**config.mk**
```make
export PLATFORM = sky130hd
export DESIGN_NAME = rider_status_top
export DESIGN_NICKNAME = d
export VERILOG_FILES = /design/src/common/rider_pkg.sv /design/src/design/rider_status_top.sv /design/src/design/soft_error_counter.sv /design/src/status/status_axil_slave.sv /design/src/status/status_reg_block.sv
export VERILOG_INCLUDE_DIRS = /design/src /design/src/common
export SDC_FILE = /design/constraint.sdc
export NUM_CORES = 1
export LEC_CHECK = 0
export ABC_AREA = 1
export ABC_CLOCK_PERIOD_IN_PS = 3600
export BUFFER_PORTS_ARGS = -buffer_cell sky130_fd_sc_hd__buf_2
export CORE_MARGIN = 2
export CORE_UTILIZATION = 64
export CTS_BUF_LIST = sky130_fd_sc_hd__clkbuf_16
export CTS_CLUSTER_DIAMETER = 80
export DETAILED_ROUTE_END_ITERATION = 7
export PLACE_DENSITY = 0.87
export SLEW_MARGIN = 40
export SYNTH_ARGS = -nofsm -noshare
export SYNTH_HDL_FRONTEND = slang
export SYNTH_SLANG_ARGS = --single-unit
```
**constraint.sdc**
```tcl
create_clock -name clk -period 3.6 [get_ports clk]
set_input_delay 0.18 -clock clk [delete_from_list [all_inputs] [get_ports clk]]
set_output_delay 0.18 -clock clk [all_outputs]
set_load 0.05 [all_outputs]
```
**src/common/rider_macros.svh**
```systemverilog
`ifndef RIDER_MACROS_SVH
`define RIDER_MACROS_SVH

// Firmware revision, packed into status word 0
`define RIDER_MAJOR_REV 8'd3
`define RIDER_MINOR_REV 8'd1
`define RIDER_PATCH_REV 8'd7

`define RIDER_CNT_W 32     // Soft-error count and threshold width
`define RIDER_N_SOFT 3     // Number of soft-error sources
`define RIDER_N_STATUS 13  // Status words on the read side

// Writable byte addresses
`define RIDER_ADDR_THRES0 8'h40  // Data corruption threshold
`define RIDER_ADDR_THRES1 8'h44  // Unknown TTC command threshold
`define RIDER_ADDR_THRES2 8'h48  // DDR3 overflow threshold
`define RIDER_ADDR_CLEAR 8'h4C   // Counter clear mask in wdata[2:0]

`endif

```
**src/common/rider_pkg.sv**
```systemverilog
`include "rider_macros.svh"

package rider_pkg;

  // Index of each soft-error source
  typedef enum logic [1:0] {
    SRC_DATA_CORRUPT  = 2'd0,
    SRC_UNKNOWN_TTC   = 2'd1,
    SRC_DDR3_OVERFLOW = 2'd2
  } soft_src_e;

  // Word k sits at byte address 4k
  typedef logic [`RIDER_N_STATUS-1:0][31:0] status_bus_t;

  // Field view of status word 1
  typedef struct packed {
    logic [21:0] zero;        // Unused upper bits
    logic [4:0]  chan_error;  // Per-channel error flags
    logic        ddr3_overflow;
    logic        data_corrupt;
    logic        trig_rate;
    logic        unknown_ttc;
    logic        pll_unlock;  // Bit 0
  } error_fields_t;

  // Error word, seen either raw or by field
  typedef union packed {
    logic [31:0]   raw;
    error_fields_t f;
  } error_word_u;

endpackage

```
**src/design/rider_status_top.sv**
```systemverilog
`timescale 1ns/1ps
`include "rider_macros.svh"

// Channel board status and soft-error monitor
module rider_status_top (
  input  logic                     clk,
  input  logic                     arst_n,

  // AXI4-Lite host port
  input  logic [7:0]               awaddr,
  input  logic                     awvalid,
  output logic                     awready,
  input  logic [31:0]              wdata,
  input  logic [3:0]               wstrb,
  input  logic                     wvalid,
  output logic                     wready,
  output logic [1:0]               bresp,
  output logic                     bvalid,
  input  logic                     bready,
  input  logic [7:0]               araddr,
  input  logic                     arvalid,
  output logic                     arready,
  output logic [31:0]              rdata,
  output logic [1:0]               rresp,
  output logic                     rvalid,
  input  logic                     rready,

  // Board status inputs
  input  logic                     pll_unlock,
  input  logic                     trig_rate_err,
  input  logic [4:0]               chan_error,
  input  logic                     prog_chan_done,
  input  logic                     async_mode,
  input  logic [11:0]              i2c_temp,
  input  logic                     daq_clk_sel,
  input  logic                     daq_clk_en,
  input  logic [3:0]               tts_state,
  input  logic [5:0]               ttc_chan_b_info,
  input  logic                     ttc_ready,
  input  logic [23:0]              trig_num,
  input  logic [43:0]              trig_timestamp,
  input  logic [`RIDER_N_SOFT-1:0] soft_event   // One pulse per soft error
);

  logic [`RIDER_N_SOFT*`RIDER_CNT_W-1:0]     thres;
  logic [`RIDER_N_SOFT-1:0]                  clr;
  logic [`RIDER_N_SOFT-1:0][`RIDER_CNT_W-1:0] count;
  logic [`RIDER_N_SOFT-1:0]                  over_thres;
  rider_pkg::status_bus_t                    status_words;

  status_axil_slave u_slave (
    .clk          (clk),
    .arst_n       (arst_n),
    .awaddr       (awaddr),
    .awvalid      (awvalid),
    .awready      (awready),
    .wdata        (wdata),
    .wstrb        (wstrb),
    .wvalid       (wvalid),
    .wready       (wready),
    .bresp        (bresp),
    .bvalid       (bvalid),
    .bready       (bready),
    .araddr       (araddr),
    .arvalid      (arvalid),
    .arready      (arready),
    .rdata        (rdata),
    .rresp        (rresp),
    .rvalid       (rvalid),
    .rready       (rready),
    .status_words (status_words),
    .thres        (thres),
    .clr          (clr)
  );

  // One counter per soft-error source
  for (genvar i = 0; i < `RIDER_N_SOFT; i++) begin : g_cnt
    localparam rider_pkg::soft_src_e SRC = rider_pkg::soft_src_e'(i);

    soft_error_counter u_cnt (
      .clk        (clk),
      .arst_n     (arst_n),
      .evt        (soft_event[SRC]),
      .clr        (clr[SRC]),
      .thres      (thres[SRC*`RIDER_CNT_W +: `RIDER_CNT_W]),
      .count      (count[SRC]),
      .over_thres (over_thres[SRC])
    );
  end

  status_reg_block u_status (
    .count_data_corrupt  (count[rider_pkg::SRC_DATA_CORRUPT]),
    .count_unknown_ttc   (count[rider_pkg::SRC_UNKNOWN_TTC]),
    .count_ddr3_overflow (count[rider_pkg::SRC_DDR3_OVERFLOW]),
    .thres               (thres),
    .over_thres          (over_thres),
    .pll_unlock          (pll_unlock),
    .trig_rate_err       (trig_rate_err),
    .chan_error          (chan_error),
    .prog_chan_done      (prog_chan_done),
    .async_mode          (async_mode),
    .i2c_temp            (i2c_temp),
    .daq_clk_sel         (daq_clk_sel),
    .daq_clk_en          (daq_clk_en),
    .tts_state           (tts_state),
    .ttc_chan_b_info     (ttc_chan_b_info),
    .ttc_ready           (ttc_ready),
    .trig_num            (trig_num),
    .trig_timestamp      (trig_timestamp),
    .status_words        (status_words)
  );

endmodule

```
**src/design/soft_error_counter.sv**
```systemverilog
`timescale 1ns/1ps
`include "rider_macros.svh"

// One soft-error source
// Saturating event count plus a threshold compare
module soft_error_counter (
  input  logic                    clk,
  input  logic                    arst_n,
  input  logic                    evt,         // One-cycle soft-error pulse
  input  logic                    clr,         // One-cycle clear pulse
  input  logic [`RIDER_CNT_W-1:0] thres,       // Hard-error threshold
  output logic [`RIDER_CNT_W-1:0] count,       // Events since last clear
  output logic                    over_thres   // Count above threshold
);

  logic cnt_full;  // Count at all ones
  logic cnt_inc;

  assign cnt_full = &count;
  assign cnt_inc  = evt & ~cnt_full;  // Hold at max

  // Count register
  // Clear has priority over a same-cycle event
  always_ff @(posedge clk or negedge arst_n) begin
    if (!arst_n) begin
      count <= '0;
    end else if (clr) begin
      count <= '0;  // Event in this cycle is dropped
    end else if (cnt_inc) begin
      count <= count + 1'b1;
    end
  end

  // Hard error once the count passes its threshold
  // Threshold of zero trips on the first event
  assign over_thres = (count > thres);

endmodule

```
**src/status/status_axil_slave.sv**
```systemverilog
`timescale 1ns/1ps
`include "rider_macros.svh"

// AXI4-Lite register slave
// Reads the status words, writes thresholds and counter clears
module status_axil_slave (
  input  logic                                 clk,
  input  logic                                 arst_n,

  // Write address
  input  logic [7:0]                           awaddr,
  input  logic                                 awvalid,
  output logic                                 awready,

  // Write data
  input  logic [31:0]                          wdata,
  input  logic [3:0]                           wstrb,
  input  logic                                 wvalid,
  output logic                                 wready,

  // Write response
  output logic [1:0]                           bresp,
  output logic                                 bvalid,
  input  logic                                 bready,

  // Read address
  input  logic [7:0]                           araddr,
  input  logic                                 arvalid,
  output logic                                 arready,

  // Read data
  output logic [31:0]                          rdata,
  output logic [1:0]                           rresp,
  output logic                                 rvalid,
  input  logic                                 rready,

  input  rider_pkg::status_bus_t               status_words,
  output logic [`RIDER_N_SOFT*`RIDER_CNT_W-1:0] thres,  // To counters and status block
  output logic [`RIDER_N_SOFT-1:0]             clr     // One-cycle clear pulse
);

  localparam logic [1:0] RESP_OKAY   = 2'b00;
  localparam logic [1:0] RESP_SLVERR = 2'b10;

  logic                                    wr_rdy;     // Shared AW/W ready
  logic                                    wr_hs;      // AW and W transfer
  logic                                    rd_hs;      // AR transfer
  logic [`RIDER_N_SOFT-1:0]                thres_sel;  // Threshold write target
  logic                                    clr_sel;    // Clear address hit
  logic                                    wr_ok;
  logic [5:0]                              rd_idx;     // Word index from araddr
  logic                                    rd_ok;
  logic [`RIDER_N_SOFT-1:0][`RIDER_CNT_W-1:0] thres_q;

  assign awready = wr_rdy;
  assign wready  = wr_rdy;
  assign wr_hs   = wr_rdy & awvalid & wvalid;
  assign rd_hs   = arready & arvalid;
  assign thres   = thres_q;

  // Write address decode
  always_comb begin
    thres_sel = '0;
    clr_sel   = 1'b0;
    case (awaddr)
      `RIDER_ADDR_THRES0: thres_sel[rider_pkg::SRC_DATA_CORRUPT]  = 1'b1;
      `RIDER_ADDR_THRES1: thres_sel[rider_pkg::SRC_UNKNOWN_TTC]   = 1'b1;
      `RIDER_ADDR_THRES2: thres_sel[rider_pkg::SRC_DDR3_OVERFLOW] = 1'b1;
      `RIDER_ADDR_CLEAR:  clr_sel = 1'b1;
      default: ;  // Unmapped, answered with SLVERR
    endcase
  end

  assign wr_ok = (|thres_sel) | clr_sel;

  // Read decode, words 0 to 12 only
  assign rd_idx = araddr[7:2];
  assign rd_ok  = (rd_idx < 6'(`RIDER_N_STATUS));

  // Write handshake and response
  always_ff @(posedge clk or negedge arst_n) begin
    if (!arst_n) begin
      wr_rdy <= 1'b0;
      bvalid <= 1'b0;
      clr    <= '0;
    end else begin
      // Ready for one cycle once both channels are valid
      wr_rdy <= ~wr_rdy & awvalid & wvalid & ~bvalid;
      clr    <= '0;  // Pulse lasts one cycle
      if (wr_hs) begin
        bvalid <= 1'b1;
        if (clr_sel) begin
          clr <= wdata[`RIDER_N_SOFT-1:0];
        end
      end else if (bvalid && bready) begin
        bvalid <= 1'b0;
      end
    end
  end

  // Threshold registers, byte by byte
  always_ff @(posedge clk or negedge arst_n) begin
    if (!arst_n) begin
      thres_q <= '0;
    end else if (wr_hs) begin
      for (int s = 0; s < `RIDER_N_SOFT; s++) begin
        for (int b = 0; b < 4; b++) begin
          if (thres_sel[s] && wstrb[b]) begin
            thres_q[s][8*b +: 8] <= wdata[8*b +: 8];
          end
        end
      end
    end
  end

  // Read handshake
  // arready low while a response waits
  always_ff @(posedge clk or negedge arst_n) begin
    if (!arst_n) begin
      arready <= 1'b0;
      rvalid  <= 1'b0;
    end else if (rd_hs) begin
      arready <= 1'b0;
      rvalid  <= 1'b1;
    end else if (rvalid && rready) begin
      arready <= 1'b1;
      rvalid  <= 1'b0;
    end else if (!rvalid) begin
      arready <= 1'b1;  // First cycle out of reset
    end
  end

  // Response payloads, held until their handshakes
  always_ff @(posedge clk) begin
    if (rd_hs) begin
      rresp <= rd_ok ? RESP_OKAY : RESP_SLVERR;
      rdata <= rd_ok ? status_words[rd_idx[3:0]] : 32'd0;  // Sampled at AR
    end
    if (wr_hs) begin
      bresp <= wr_ok ? RESP_OKAY : RESP_SLVERR;
    end
  end

endmodule

```
**src/status/status_reg_block.sv**
```systemverilog
`timescale 1ns/1ps
`include "rider_macros.svh"

// Status word packing
// Pure combinational, read through the AXI slave
module status_reg_block (
  // Soft-error counts
  input  logic [`RIDER_CNT_W-1:0]              count_data_corrupt,
  input  logic [`RIDER_CNT_W-1:0]              count_unknown_ttc,
  input  logic [`RIDER_CNT_W-1:0]              count_ddr3_overflow,

  // Thresholds and hard errors, indexed by source
  input  logic [`RIDER_N_SOFT*`RIDER_CNT_W-1:0] thres,
  input  logic [`RIDER_N_SOFT-1:0]             over_thres,

  // Other error inputs
  input  logic                                 pll_unlock,
  input  logic                                 trig_rate_err,
  input  logic [4:0]                           chan_error,

  // FPGA status
  input  logic                                 prog_chan_done,
  input  logic                                 async_mode,

  // Temperature and external clock
  input  logic [11:0]                          i2c_temp,
  input  logic                                 daq_clk_sel,
  input  logic                                 daq_clk_en,

  // TTC/TTS
  input  logic [3:0]                           tts_state,
  input  logic [5:0]                           ttc_chan_b_info,
  input  logic                                 ttc_ready,

  // Trigger
  input  logic [23:0]                          trig_num,
  input  logic [43:0]                          trig_timestamp,

  output rider_pkg::status_bus_t               status_words
);

  rider_pkg::error_word_u err_word;  // Word 1

  logic [`RIDER_CNT_W-1:0] thres_data_corrupt;
  logic [`RIDER_CNT_W-1:0] thres_unknown_ttc;
  logic [`RIDER_CNT_W-1:0] thres_ddr3_overflow;

  // Split the threshold bus by source
  assign thres_data_corrupt  = thres[rider_pkg::SRC_DATA_CORRUPT*`RIDER_CNT_W +: `RIDER_CNT_W];
  assign thres_unknown_ttc   = thres[rider_pkg::SRC_UNKNOWN_TTC*`RIDER_CNT_W +: `RIDER_CNT_W];
  assign thres_ddr3_overflow = thres[rider_pkg::SRC_DDR3_OVERFLOW*`RIDER_CNT_W +: `RIDER_CNT_W];

  // Error word built field by field
  always_comb begin
    err_word                 = '0;  // Upper bits stay zero
    err_word.f.pll_unlock    = pll_unlock;
    err_word.f.unknown_ttc   = over_thres[rider_pkg::SRC_UNKNOWN_TTC];
    err_word.f.trig_rate     = trig_rate_err;
    err_word.f.data_corrupt  = over_thres[rider_pkg::SRC_DATA_CORRUPT];
    err_word.f.ddr3_overflow = over_thres[rider_pkg::SRC_DDR3_OVERFLOW];
    err_word.f.chan_error    = chan_error;
  end

  // Word 0 FPGA status and firmware revision
  assign status_words[0] = {1'b0, prog_chan_done, async_mode, 5'd0,
                            `RIDER_MAJOR_REV, `RIDER_MINOR_REV, `RIDER_PATCH_REV};

  assign status_words[1] = err_word.raw;  // Hard errors

  // Temperature on top, clock select and enable at the bottom
  assign status_words[2] = {i2c_temp, 18'd0, daq_clk_sel, daq_clk_en};

  // TTS state, channel B info, TTC ready
  assign status_words[3] = {21'd0, tts_state, ttc_chan_b_info, ttc_ready};

  assign status_words[4] = {8'd0, trig_num};                 // Trigger number
  assign status_words[5] = trig_timestamp[31:0];              // Timestamp LSB
  assign status_words[6] = {20'd0, trig_timestamp[43:32]};    // Timestamp MSB

  // Threshold and count pairs
  assign status_words[7]  = thres_data_corrupt;
  assign status_words[8]  = count_data_corrupt;
  assign status_words[9]  = thres_unknown_ttc;
  assign status_words[10] = count_unknown_ttc;
  assign status_words[11] = thres_ddr3_overflow;
  assign status_words[12] = count_ddr3_overflow;

endmodule
```
# Word level (Yosys, flattened, before mapping)
# Index checks and enable logic that the tools add are counted.
dict set report op_classes {
  addsub 3
  n_mul 0
  n_div 0
  order_cmp 5
  eq_ne 5
  n_shift 0
  n_mux 23
  n_bitwise 15
  reduce_logical 35
}
# op count
set op_table {}
lappend op_table {{$mux W32} 7}
lappend op_table {{$bmux W32 S4} 1}
lappend op_table {{$add A32 B1 Y32 const B} 3}
lappend op_table {{$gt A32 B32 Y1} 3}
lappend op_table {{$reduce_and A32 Y1} 3}
lappend op_table {{$eq A8 B7 Y1 const B} 4}
lappend op_table {{$reduce_and A2 Y1} 12}
lappend op_table {{$logic_and A1 B1 Y1} 14}
lappend op_table {{$mux W1} 11}
lappend op_table {{$reduce_bool A2 Y1} 5}
lappend op_table {{$and A1 B1 Y1} 9}
lappend op_table {{$lt A6 B4 Y1 const B} 1}
lappend op_table {{$mux W3} 2}
lappend op_table {{$lt A4 B5 Y1 const B} 1}
lappend op_table {{$not A1 Y1} 5}
lappend op_table {{$mux W2} 2}
lappend op_table {{$ne A3 B3 Y1 const B} 1}
lappend op_table {{$reduce_or A3 Y1} 1}
lappend op_table {{$or A1 B1 Y1} 1}
dict set report totals {
  regBits 235
  latchBits 0
  mem_bits_rw 0
  mem_bits_ro 0
  inputBits 164
  output_inout_bits 41
  elab_cells 109
  memories 0
}

# Logic depth before layout (Yosys ltp)
# Gate-level depths: netlist (run 1).
dict set report logic_depth {
  depth_word 5
  ltp_mapped 17
  ltp_nobuf 17
}

# By module
# A second synthesis (run 1) with hierarchy kept.
dict set report hier_totals {
  hier_cells 3525
  area_unflattened_um2 22665.5
}
# module n_inst cells_each area_each_um2 seq_area_each_um2
set by_module_without_submodules {}
lappend by_module_without_submodules {status_axil_slave 1 1716 10321.1 3598.5}
lappend by_module_without_submodules {{soft_error_counter at g_cnt[0].u_cnt ...} 2 463 3060.4 800.8}
lappend by_module_without_submodules {status_reg_block 1 418 3130.5 0.0}
lappend by_module_without_submodules {{soft_error_counter at g_cnt[1].u_cnt} 1 465 3093.0 800.8}

# Least setup slack after synthesis (run 1)
# Ideal clock, no wire load.
dict set report synth_timing {
  path_kind {reg2reg}
  start {register u_slave.wr_rdy (netlist: u_slave.awready)}
  end {register u_slave.thres_q (netlist bit u_slave.thres[14])}
  setup_ps 124
  t_arrival_ps 1843
  required_time_ps 3476
  slack_ps 1633
  path_stages_with_launch 8
  path_buffers 2
  period_less_slack_ps 1967
  path_cell_list {dfrtp_1 -> nand3_2 -> buf_4 -> inv_1 -> nand3_1 -> buf_2 -> nor2_1 -> a21oi_1}
}
dict set report synth_via {
  elab_chain_len 3
}
# element line
set synth_lines {}
lappend synth_lines {{from (decl)} status_axil_slave.sv:45} ;# logic wr_rdy;
lappend synth_lines {{from (signal assigned)} status_axil_slave.sv:88} ;# wr_rdy <= ~wr_rdy & awvalid & wvalid & ~bvalid;
lappend synth_lines {{$and A1 B1 Y1 (2 in a row)} status_axil_slave.sv:57} ;# assign wr_hs = wr_rdy & awvalid & wvalid;
lappend synth_lines {{named net u_slave.wr_hs} status_axil_slave.sv:46} ;# logic wr_hs;
lappend synth_lines {{$reduce_and A2 Y1 (no line)} n/a}
lappend synth_lines {{to (signal, indexed assignment)} status_axil_slave.sv:109} ;# thres_q[s][8*b +: 8] <= wdata[8*b +: 8];
lappend synth_lines {{to (decl)} status_axil_slave.sv:53} ;# logic [`RIDER_N_SOFT-1:0][`RIDER_CNT_W-1:0] thres_q;
# The timed path passes the listed nets, and every way through them passes these cells.
# A chain may end at the register's enable or synchronous reset.

# Worst setup path in the final report (run 1)
dict set report layout_timing {
  start {register g_cnt[1].u_cnt.count[10]}
  end {register g_cnt[1].u_cnt.count[21]}
}
dict set report layout_via {
  elab_chain_len 4
  elab_cells_between_ends 7
  cone_classes {add/sub: 1; mux: 2; bitwise: 2; reduce/logical: 2}
}
# element line
set layout_lines {}
lappend layout_lines {{from (decl)} soft_error_counter.sv:12} ;# output logic [`RIDER_CNT_W-1:0] count,
lappend layout_lines {{from (signal assigned)} soft_error_counter.sv:30} ;# count <= count + 1'b1;
lappend layout_lines {{branches (longest 4 deep; another with $add A32 B1 Y32)} n/a}
# Parallel ways; which one is timed is not known. The select of a mux whose other input is x is not followed.

==> flow_summary.json, run 1 <==
{
  "synth_ff_type": "dfrtp_1",
  "cp-end-kind": "flip-flop",
  "num_rows": 58,
  "p_leak_nw": 9.03,
  "gp_congestion": 1.06,
  "ys_ff_latch": 233,
  "avgViaCountPerCell": 6.34,
  "holdCritStartpoint": "wdata[31]",
  "hpwl_mm": 47.9,
  "r2r-start": "g_cnt[1].u_cnt.count[10]",
  "start_util": 0.649,
  "async_flop_share": 0.854,
  "worst-slew-pin-transition_ns": 0.845,
  "synth_edf_count": 34,
  "setup_slack_ns": 0.887,
  "syn_area_per_cell_um2": 7.21,
  "grt_pass1_vias": 16600,
  "clk_path_buf_depth": 3,
  "period_needed_ns": 2.71,
  "rsz0062_at_grt": "no",
  "grt_pass1_wl_mm": 96.4,
  "cts_tree": "done",
  "layout-drive-gt1-share": 0.125,
  "synth_top_family_by_area": "simple AND/OR/NAND/NOR gates",
  "ant_nets": 0,
  "powerDensity_mw_per_mm2": 371,
  "syn_inst": 2255,
  "hold_class": "in2reg",
  "muxShareOfSynthArea": 0.000616,
  "r2r_slack_ns": 0.89,
  "post-cts-setup-buffers": 0,
  "antenna_found_initial": 2,
  "grt-ovfl-total": 0,
  "synthAdderAreaFrac": 0.0762,
  "p_int_mw": 4.58,
  "firstDrtPassIters": 7,
  "seq_power_share": 0.443,
  "hold_viol_final": 0,
  "p_sw_mw": 2.32,
  "synth_warnings": 0,
  "num_vias": 17800,
  "clk-insertion-delay-late_ns": 0.55,
  "wl_per_cell_um": 23.0,
  "path_clk_slew_ns": 0.06,
  "coreArea_mm2": 0.0250,
  "syn_area_mm2": 0.0163,
  "total_power_mw": 6.90,
  "io_buffers": 200,
  "syn2layout_area_growth_pct": 14.5,
  "ff2ff_path_depth": 10,
  "fin_crit_sh": 0.754,
  "vdd.ir_drop.worst_mv": 0.510,
  "numCtsBuffers": 26,
  "relSlewSlack": 0.437,
  "dp_cells": 2729,
  "drc": 0,
  "outcome": "completed",
  "path_class": "reg2reg",
  "ys_types": 52,
  "fmax_ghz": 0.369,
  "grt_use_total": 0.484,
  "crit_fanout": 13,
  "cts.sinks": 233,
  "synth_simple_gate_area_frac": 0.258,
  "htreeDepth": 1,
  "synth_compound_gate_area_share": 0.174,
  "synthXorXnorAreaFrac": 0.0172,
  "switching_share": 0.336,
  "dp_slack_ns": 1.01,
  "finalHoldWorstSlack_ns": 0.0198,
  "required_ns": 4.05,
  "cts_root_buf": "clkbuf_16",
  "cp-start-kind": "flip-flop",
  "worstSetupStartpoint": "g_cnt[1].u_cnt.count[10]",
  "finalSetupViolations": 0,
  "timing.rr.end": "g_cnt[1].u_cnt.count[21]",
  "fin_nets": 2725,
  "instances_no_fill": 2812,
  "fillers": 1940,
  "ios": 205,
  "grt_max_degree": 92,
  "wirelength_mm": 64.6,
  "cap_violations": 0,
  "cts.repair.resized": 0,
  "synth-seq-area-share": 0.369,
  "comb_power_share": 0.203,
  "drt_iter0_drc": 2998,
  "pwr-share-clk": 0.354,
  "dieArea_mm2": 0.0267,
  "die_h_um": 163,
  "slew_violations": 0,
  "die_w_um": 163,
  "skew_ns": 0.0132,
  "endpoint": "g_cnt[1].u_cnt.count[21]",
  "worst_ep_arrival_time_ns": 3.16,
  "tns_ns": 0
}
[kinds of logic (layout without fill, tap and decap cells)]
| family | Yosys count | in the layout |
|---|---|---|
| buffers and inverters | 420 | 645 |
| adders and majority gates | 99 | 99 |
| DFF | 233 | 233 |
| other | 1 | 3 |
| AOI/OAI and AO/OA | 503 | 503 |
| xor gates and xnor gates | 32 | 32 |
| and+or+nand+nor | 966 | 966 |
| muxes | 1 | 1 |
[power by group through the flow]
| stage | clock, mW | sequential (mW) | combinational (mW) |
|---|---|---|---|
| finish | 2.45 | 3.06 | 1.40 |
| floorplan | 0 | 3.11 | 0.679 |
| CTS | 2.42 | 3.03 | 1.32 |
| detailed placement | 0 | 3.08 | 1.27 |
| global placement | 0 | 3.07 | 1.24 |
| global route | 2.52 | 3.06 | 1.50 |
[registers in the layout, indices dropped and copies added (netlist names)]
name / count
u_slave.rresp: 1
g_cnt.u_cnt.count: 96
u_slave.arready: 1
u_slave.awready: 1
u_slave.rvalid: 1
u_slave.clr: 3
u_slave.rdata: 32
u_slave.thres: 96
u_slave.bvalid: 1
u_slave.bresp: 1
[worst min-delay path by stage]
stage,end,slack [ns],depth (start not counted)
global route,u_slave.thres[95],0.02,3
detailed placement,u_slave.arready,0.22,1
floorplan,g_cnt[0].u_cnt.count[0],-0.12,0
global placement,u_slave.arready,0.22,1
finish,u_slave.thres[31],0.02,3
CTS,u_slave.thres[94],0.002,3
[area by class of cell]
class / instances / area (um2) / area share
Multi-Input combinational cell: 1603 / 8570 / 0.461
Antenna cell: 1 / 2.50 / 0.000135
Clock inverter: 20 / 78.8 / 0.00424
Sequential cell: 233 / 6000 / 0.323
Timing Repair Buffer: 268 / 1620 / 0.0871
Clock buffer: 27 / 676 / 0.0363
Inverter: 330 / 1240 / 0.0666
Tap cell: 330 / 413 / 0.0222
[per-stage QoR]
step                      utilization  instance area (um2)
final                           0.743                18600
after global routing            0.743                18600
after CTS                       0.743                18600
after detailed placement        0.699                17500
after global placement          0.699                17500
after floorplan                     -                16300
[cell usage in the layout (no fill, tap or decap), types with 16 or more instances in the layout]
cell type / synthesis / final
nand3_1: 83 / 83
inv_1: 314 / 322
buf_2: 18 / 199
o21ai_0: 148 / 148
nor2_1: 278 / 277
nand4_1: 39 / 39
dlygate4sd3_1: 0 / 35
edfxtp_1: 34 / 34
o22ai_1: 17 / 17
a21oi_1: 221 / 221
xor2_1: 30 / 30
nand2_1: 439 / 439
buf_4: 14 / 32
clkbuf_16: 0 / 27
nor3_1: 84 / 84
dfrtp_1: 199 / 199
inv_2: 14 / 16
o21ai_1: 18 / 17
ha_1: 99 / 99
[what timing repair did]
action                     in CTS  in global routing
hold buffers                   35                  0
setup endpoints to repair       0                  0
hold endpoints to repair      144                  0
[cells in the mapped netlist, types with 3 or more instances]
master,instances,area share
a211oi_1,6,0.0028
a21o_1,5,0.0023
a21oi_1,221,0.068
a221o_1,3,0.0018
a221oi_1,7,0.0038
a22oi_1,12,0.0055
a31oi_1,8,0.0031
a32oi_1,3,0.0016
buf_1,7,0.0016
buf_2,18,0.0055
buf_4,14,0.0065
buf_6,5,0.0035
clkbuf_1,46,0.011
dfrtp_1,199,0.31
edfxtp_1,34,0.063
ha_1,99,0.076
inv_1,314,0.073
inv_2,14,0.0032
nand2_1,439,0.10
nand3_1,83,0.026
nand3_2,3,0.0018
nand4_1,39,0.015
nor2_1,278,0.064
nor2_2,4,0.0015
nor3_1,84,0.026
nor3_2,4,0.0025
nor3_4,8,0.0080
nor3b_1,3,0.0014
nor4_1,9,0.0035
o2111ai_1,14,0.0075
o211ai_1,7,0.0032
o21a_1,7,0.0032
o21ai_0,148,0.046
o21ai_1,18,0.0055
o221ai_1,14,0.0075
o22ai_1,17,0.0065
o31ai_1,11,0.0051
xor2_1,30,0.016
[layer usage]
| layer | track usage | vias up | share of wire | routed length [um] |
|---|---|---|---|---|
| met3 | 0.103 | 327 | 0.14 | 8730 |
| met4 | 0.325 | 2 | 0.084 | 5410 |
| met5 | 0 | - | 0.00020 | 13 |
| met2 | 0.736 | 1448 | 0.43 | 27500 |
| met1 | 0.624 | 8103 | 0.36 | 23000 |
| li1 | - | 7941 | - | - |
[critical path, stage by stage (launching register included)]
cell     delay, ns
dfrtp_1       0.55
nand2_1       0.22
nor3_1        0.24
nand2_1       0.12
nor2_1        0.11
nand2_1       0.06
nand2_1       0.36
nand2_1       0.42
inv_1         0.35
nand2_1       0.09
o31ai_1       0.08
Note: power is estimated with default switching activity, not from simulation.
==> inputs of run 2 (changes only) <==
ABC_CLOCK_PERIOD_IN_PS = 2200   (was 3600)
CORE_UTILIZATION = 54   (was 64)
PLACE_DENSITY = 0.78   (was 0.87)
clock period = 2.2 ns   (was 3.6 ns; I/O delays follow)
==> run 2 against run 1 <==
The run now ends with hold timing left. Register-to-register slack worse by 0.82 ns. Clock skew is 0.0029 ns higher. Setup slack got worse by 0.82 ns. Sequential power grew 61%.
==> flow_summary.json, run 2 (synthesis gave the netlist of run 1 again) <==
{
  "outcome": "complete, but fails checks",
  "violations": "hold timing",
  "antenna_found_initial": 0,
  "slew_violations": 0,
  "wl_per_cell_um": 23.0,
  "final_cell_area_mm2": 0.0198,
  "cts_tree": "done",
  "most-common-layout-cells": "439 x nand2_1, 323 x inv_1, 273 x nor2_1",
  "powerDensity_mw_per_mm2": 613,
  "rsz0062_at_grt": "yes",
  "critPathMaxStageDelay_ns": 0.49,
  "ios": 205,
  "dp_slack_ns": 0.0624,
  "gp_congestion": 1.03,
  "io_buffers": 200,
  "critical_path.slowest_cell": "dfrtp_1",
  "dieArea_mm2": 0.0315,
  "cp-end-kind": "flip-flop",
  "skew_ns": 0.0160,
  "grt_pass1_vias": 16800,
  "clk_path_buf_depth": 3,
  "setup_slack_ns": 0.0682,
  "grt_max_degree": 63,
  "hold_viol_final": 1,
  "crit_fanout": 6,
  "finalSetupViolations": 0,
  "holdPathStages": 3,
  "path_clk_slew_ns": 0.07,
  "instances_no_fill": 2976,
  "place_area_mm2": 0.0184,
  "fmax_ghz": 0.469,
  "wirelength_mm": 68.6,
  "cts_root_buf": "clkbuf_16",
  "path_common_cell": "nand2_1",
  "grt_pass1_wl_mm": 101,
  "worst_ep_arrival_time_ns": 2.53,
  "cap_violations": 0,
  "period_needed_ns": 2.13,
  "drt_iter0_drc": 2318,
  "layout-drive-gt1-share": 0.164,
  "syn2layout_area_growth_pct": 21.9,
  "required_ns": 2.60,
  "relSlewSlack": 0.490,
  "fillers": 2602,
  "start_util": 0.548,
  "die_h_um": 177,
  "grt_use_total": 0.434,
  "hold_class": "in2reg",
  "hpwl_mm": 53.1,
  "htreeDepth": 1,
  "coreArea_mm2": 0.0296,
  "grt-ovfl-total": 0,
  "numCtsBuffers": 28,
  "fin_nets": 2827,
  "drc": 0,
  "num_vias": 18000,
  "r2r_slack_ns": 0.07,
  "vdd.ir_drop.worst_mv": 0.693,
  "avgViaCountPerCell": 6.04,
  "antennaDiodeCount": 0,
  "path_class": "reg2reg",
  "layout_commonest_cell": "nand2_1",
  "ff2ff_path_depth": 13,
  "cp-start-kind": "flip-flop",
  "num_rows": 63,
  "worst-slew-pin-transition_ns": 0.758,
  "cp_cell_sequence": "ha_1 -> nand2_1 -> nor2_1 -> nand2_1 -> nand2_1 -> nand2_1 -> nand2_1 -> nand2_1 -> nand2_1 -> nand2_1 -> nand2_1 -> nand2_1 -> a21oi_1",
  "fin_crit_sh": 0.969,
  "finalHoldWorstSlack_ns": -0.00427,
  "ant_nets": 0,
  "p_leak_nw": 9.64,
  "dp_cells": 2883,
  "clk-insertion-delay-late_ns": 0.57,
  "cts.sinks": 233,
  "firstDrtPassIters": 8,
  "die_w_um": 177
}
## run 2: final timing paths
kind / end / startpoint
hold / removal: u_slave.rdata[31] / i2c_temp[11]
max in group asynchronous: g_cnt[1].u_cnt.count[20] / arst_n
min in group asynchronous: u_slave.thres[24] / arst_n
setup reg to reg: u_slave.rdata[4] / g_cnt[2].u_cnt.count[7]
hold reg to reg: u_slave.awready / u_slave.bvalid
setup / recovery: u_slave.rdata[4] / g_cnt[2].u_cnt.count[7]
## run 2: layout make-up
type	instances	area, um2	area share
clock buffers	30	751	0.0379
clock inverters	22	150	0.00758
inverters	330	1240	0.0629
multi-input cells	1603	8630	0.436
flip-flops and latches	233	6000	0.303
well taps	390	488	0.0246
repair buffers	368	2540	0.128
## run 2: repair_timing
item                                   4_1_cts  5_1_grt
gates resized for setup                      0       23
setup endpoints to repair                    0       62
hold buffers                                40        0
buffers inserted                             0        1
endpoints found under the hold margin      161        0
## run 2: metrics by stage
step	total power [mW]	TNS [ns]	util
2_1_floorplan	6.21	0	-
3_3_place_gp	7.30	0	0.622
3_5_place_dp	7.35	0	0.622
4_1_cts	12.0	0	0.666
5_1_grt	12.5	-0.146	0.668
6_report	12.1	0	0.668
## run 2: worst max-delay path: cells and delay by family, from the launching register on
family	cells	cell delay, ns
flip-flops	1	0.49
adder cells (fa/ha/maj)	1	0.36
AND/OR/NAND/NOR	11	0.93
AO/OA/AOI/OAI	1	0.17
## run 2: where the power goes
group          switching (mW)  leakage (nW)  total, mW  internal, mW
Sequential              0.316          2.56       4.94          4.63
Combinational            1.70          6.61       2.53         0.833
Clock                    1.99         0.471       4.66          2.67
Total                    4.00          9.64       12.1          8.13
## run 2: layer usage
layer  wire length (um)  track usage  vias up
li1                   -            -     8149
met1              27200        0.594     8382
met2              29500        0.668     1215
met3               7220       0.0591      230
met4               4650        0.235        0
met5                  0            0        -
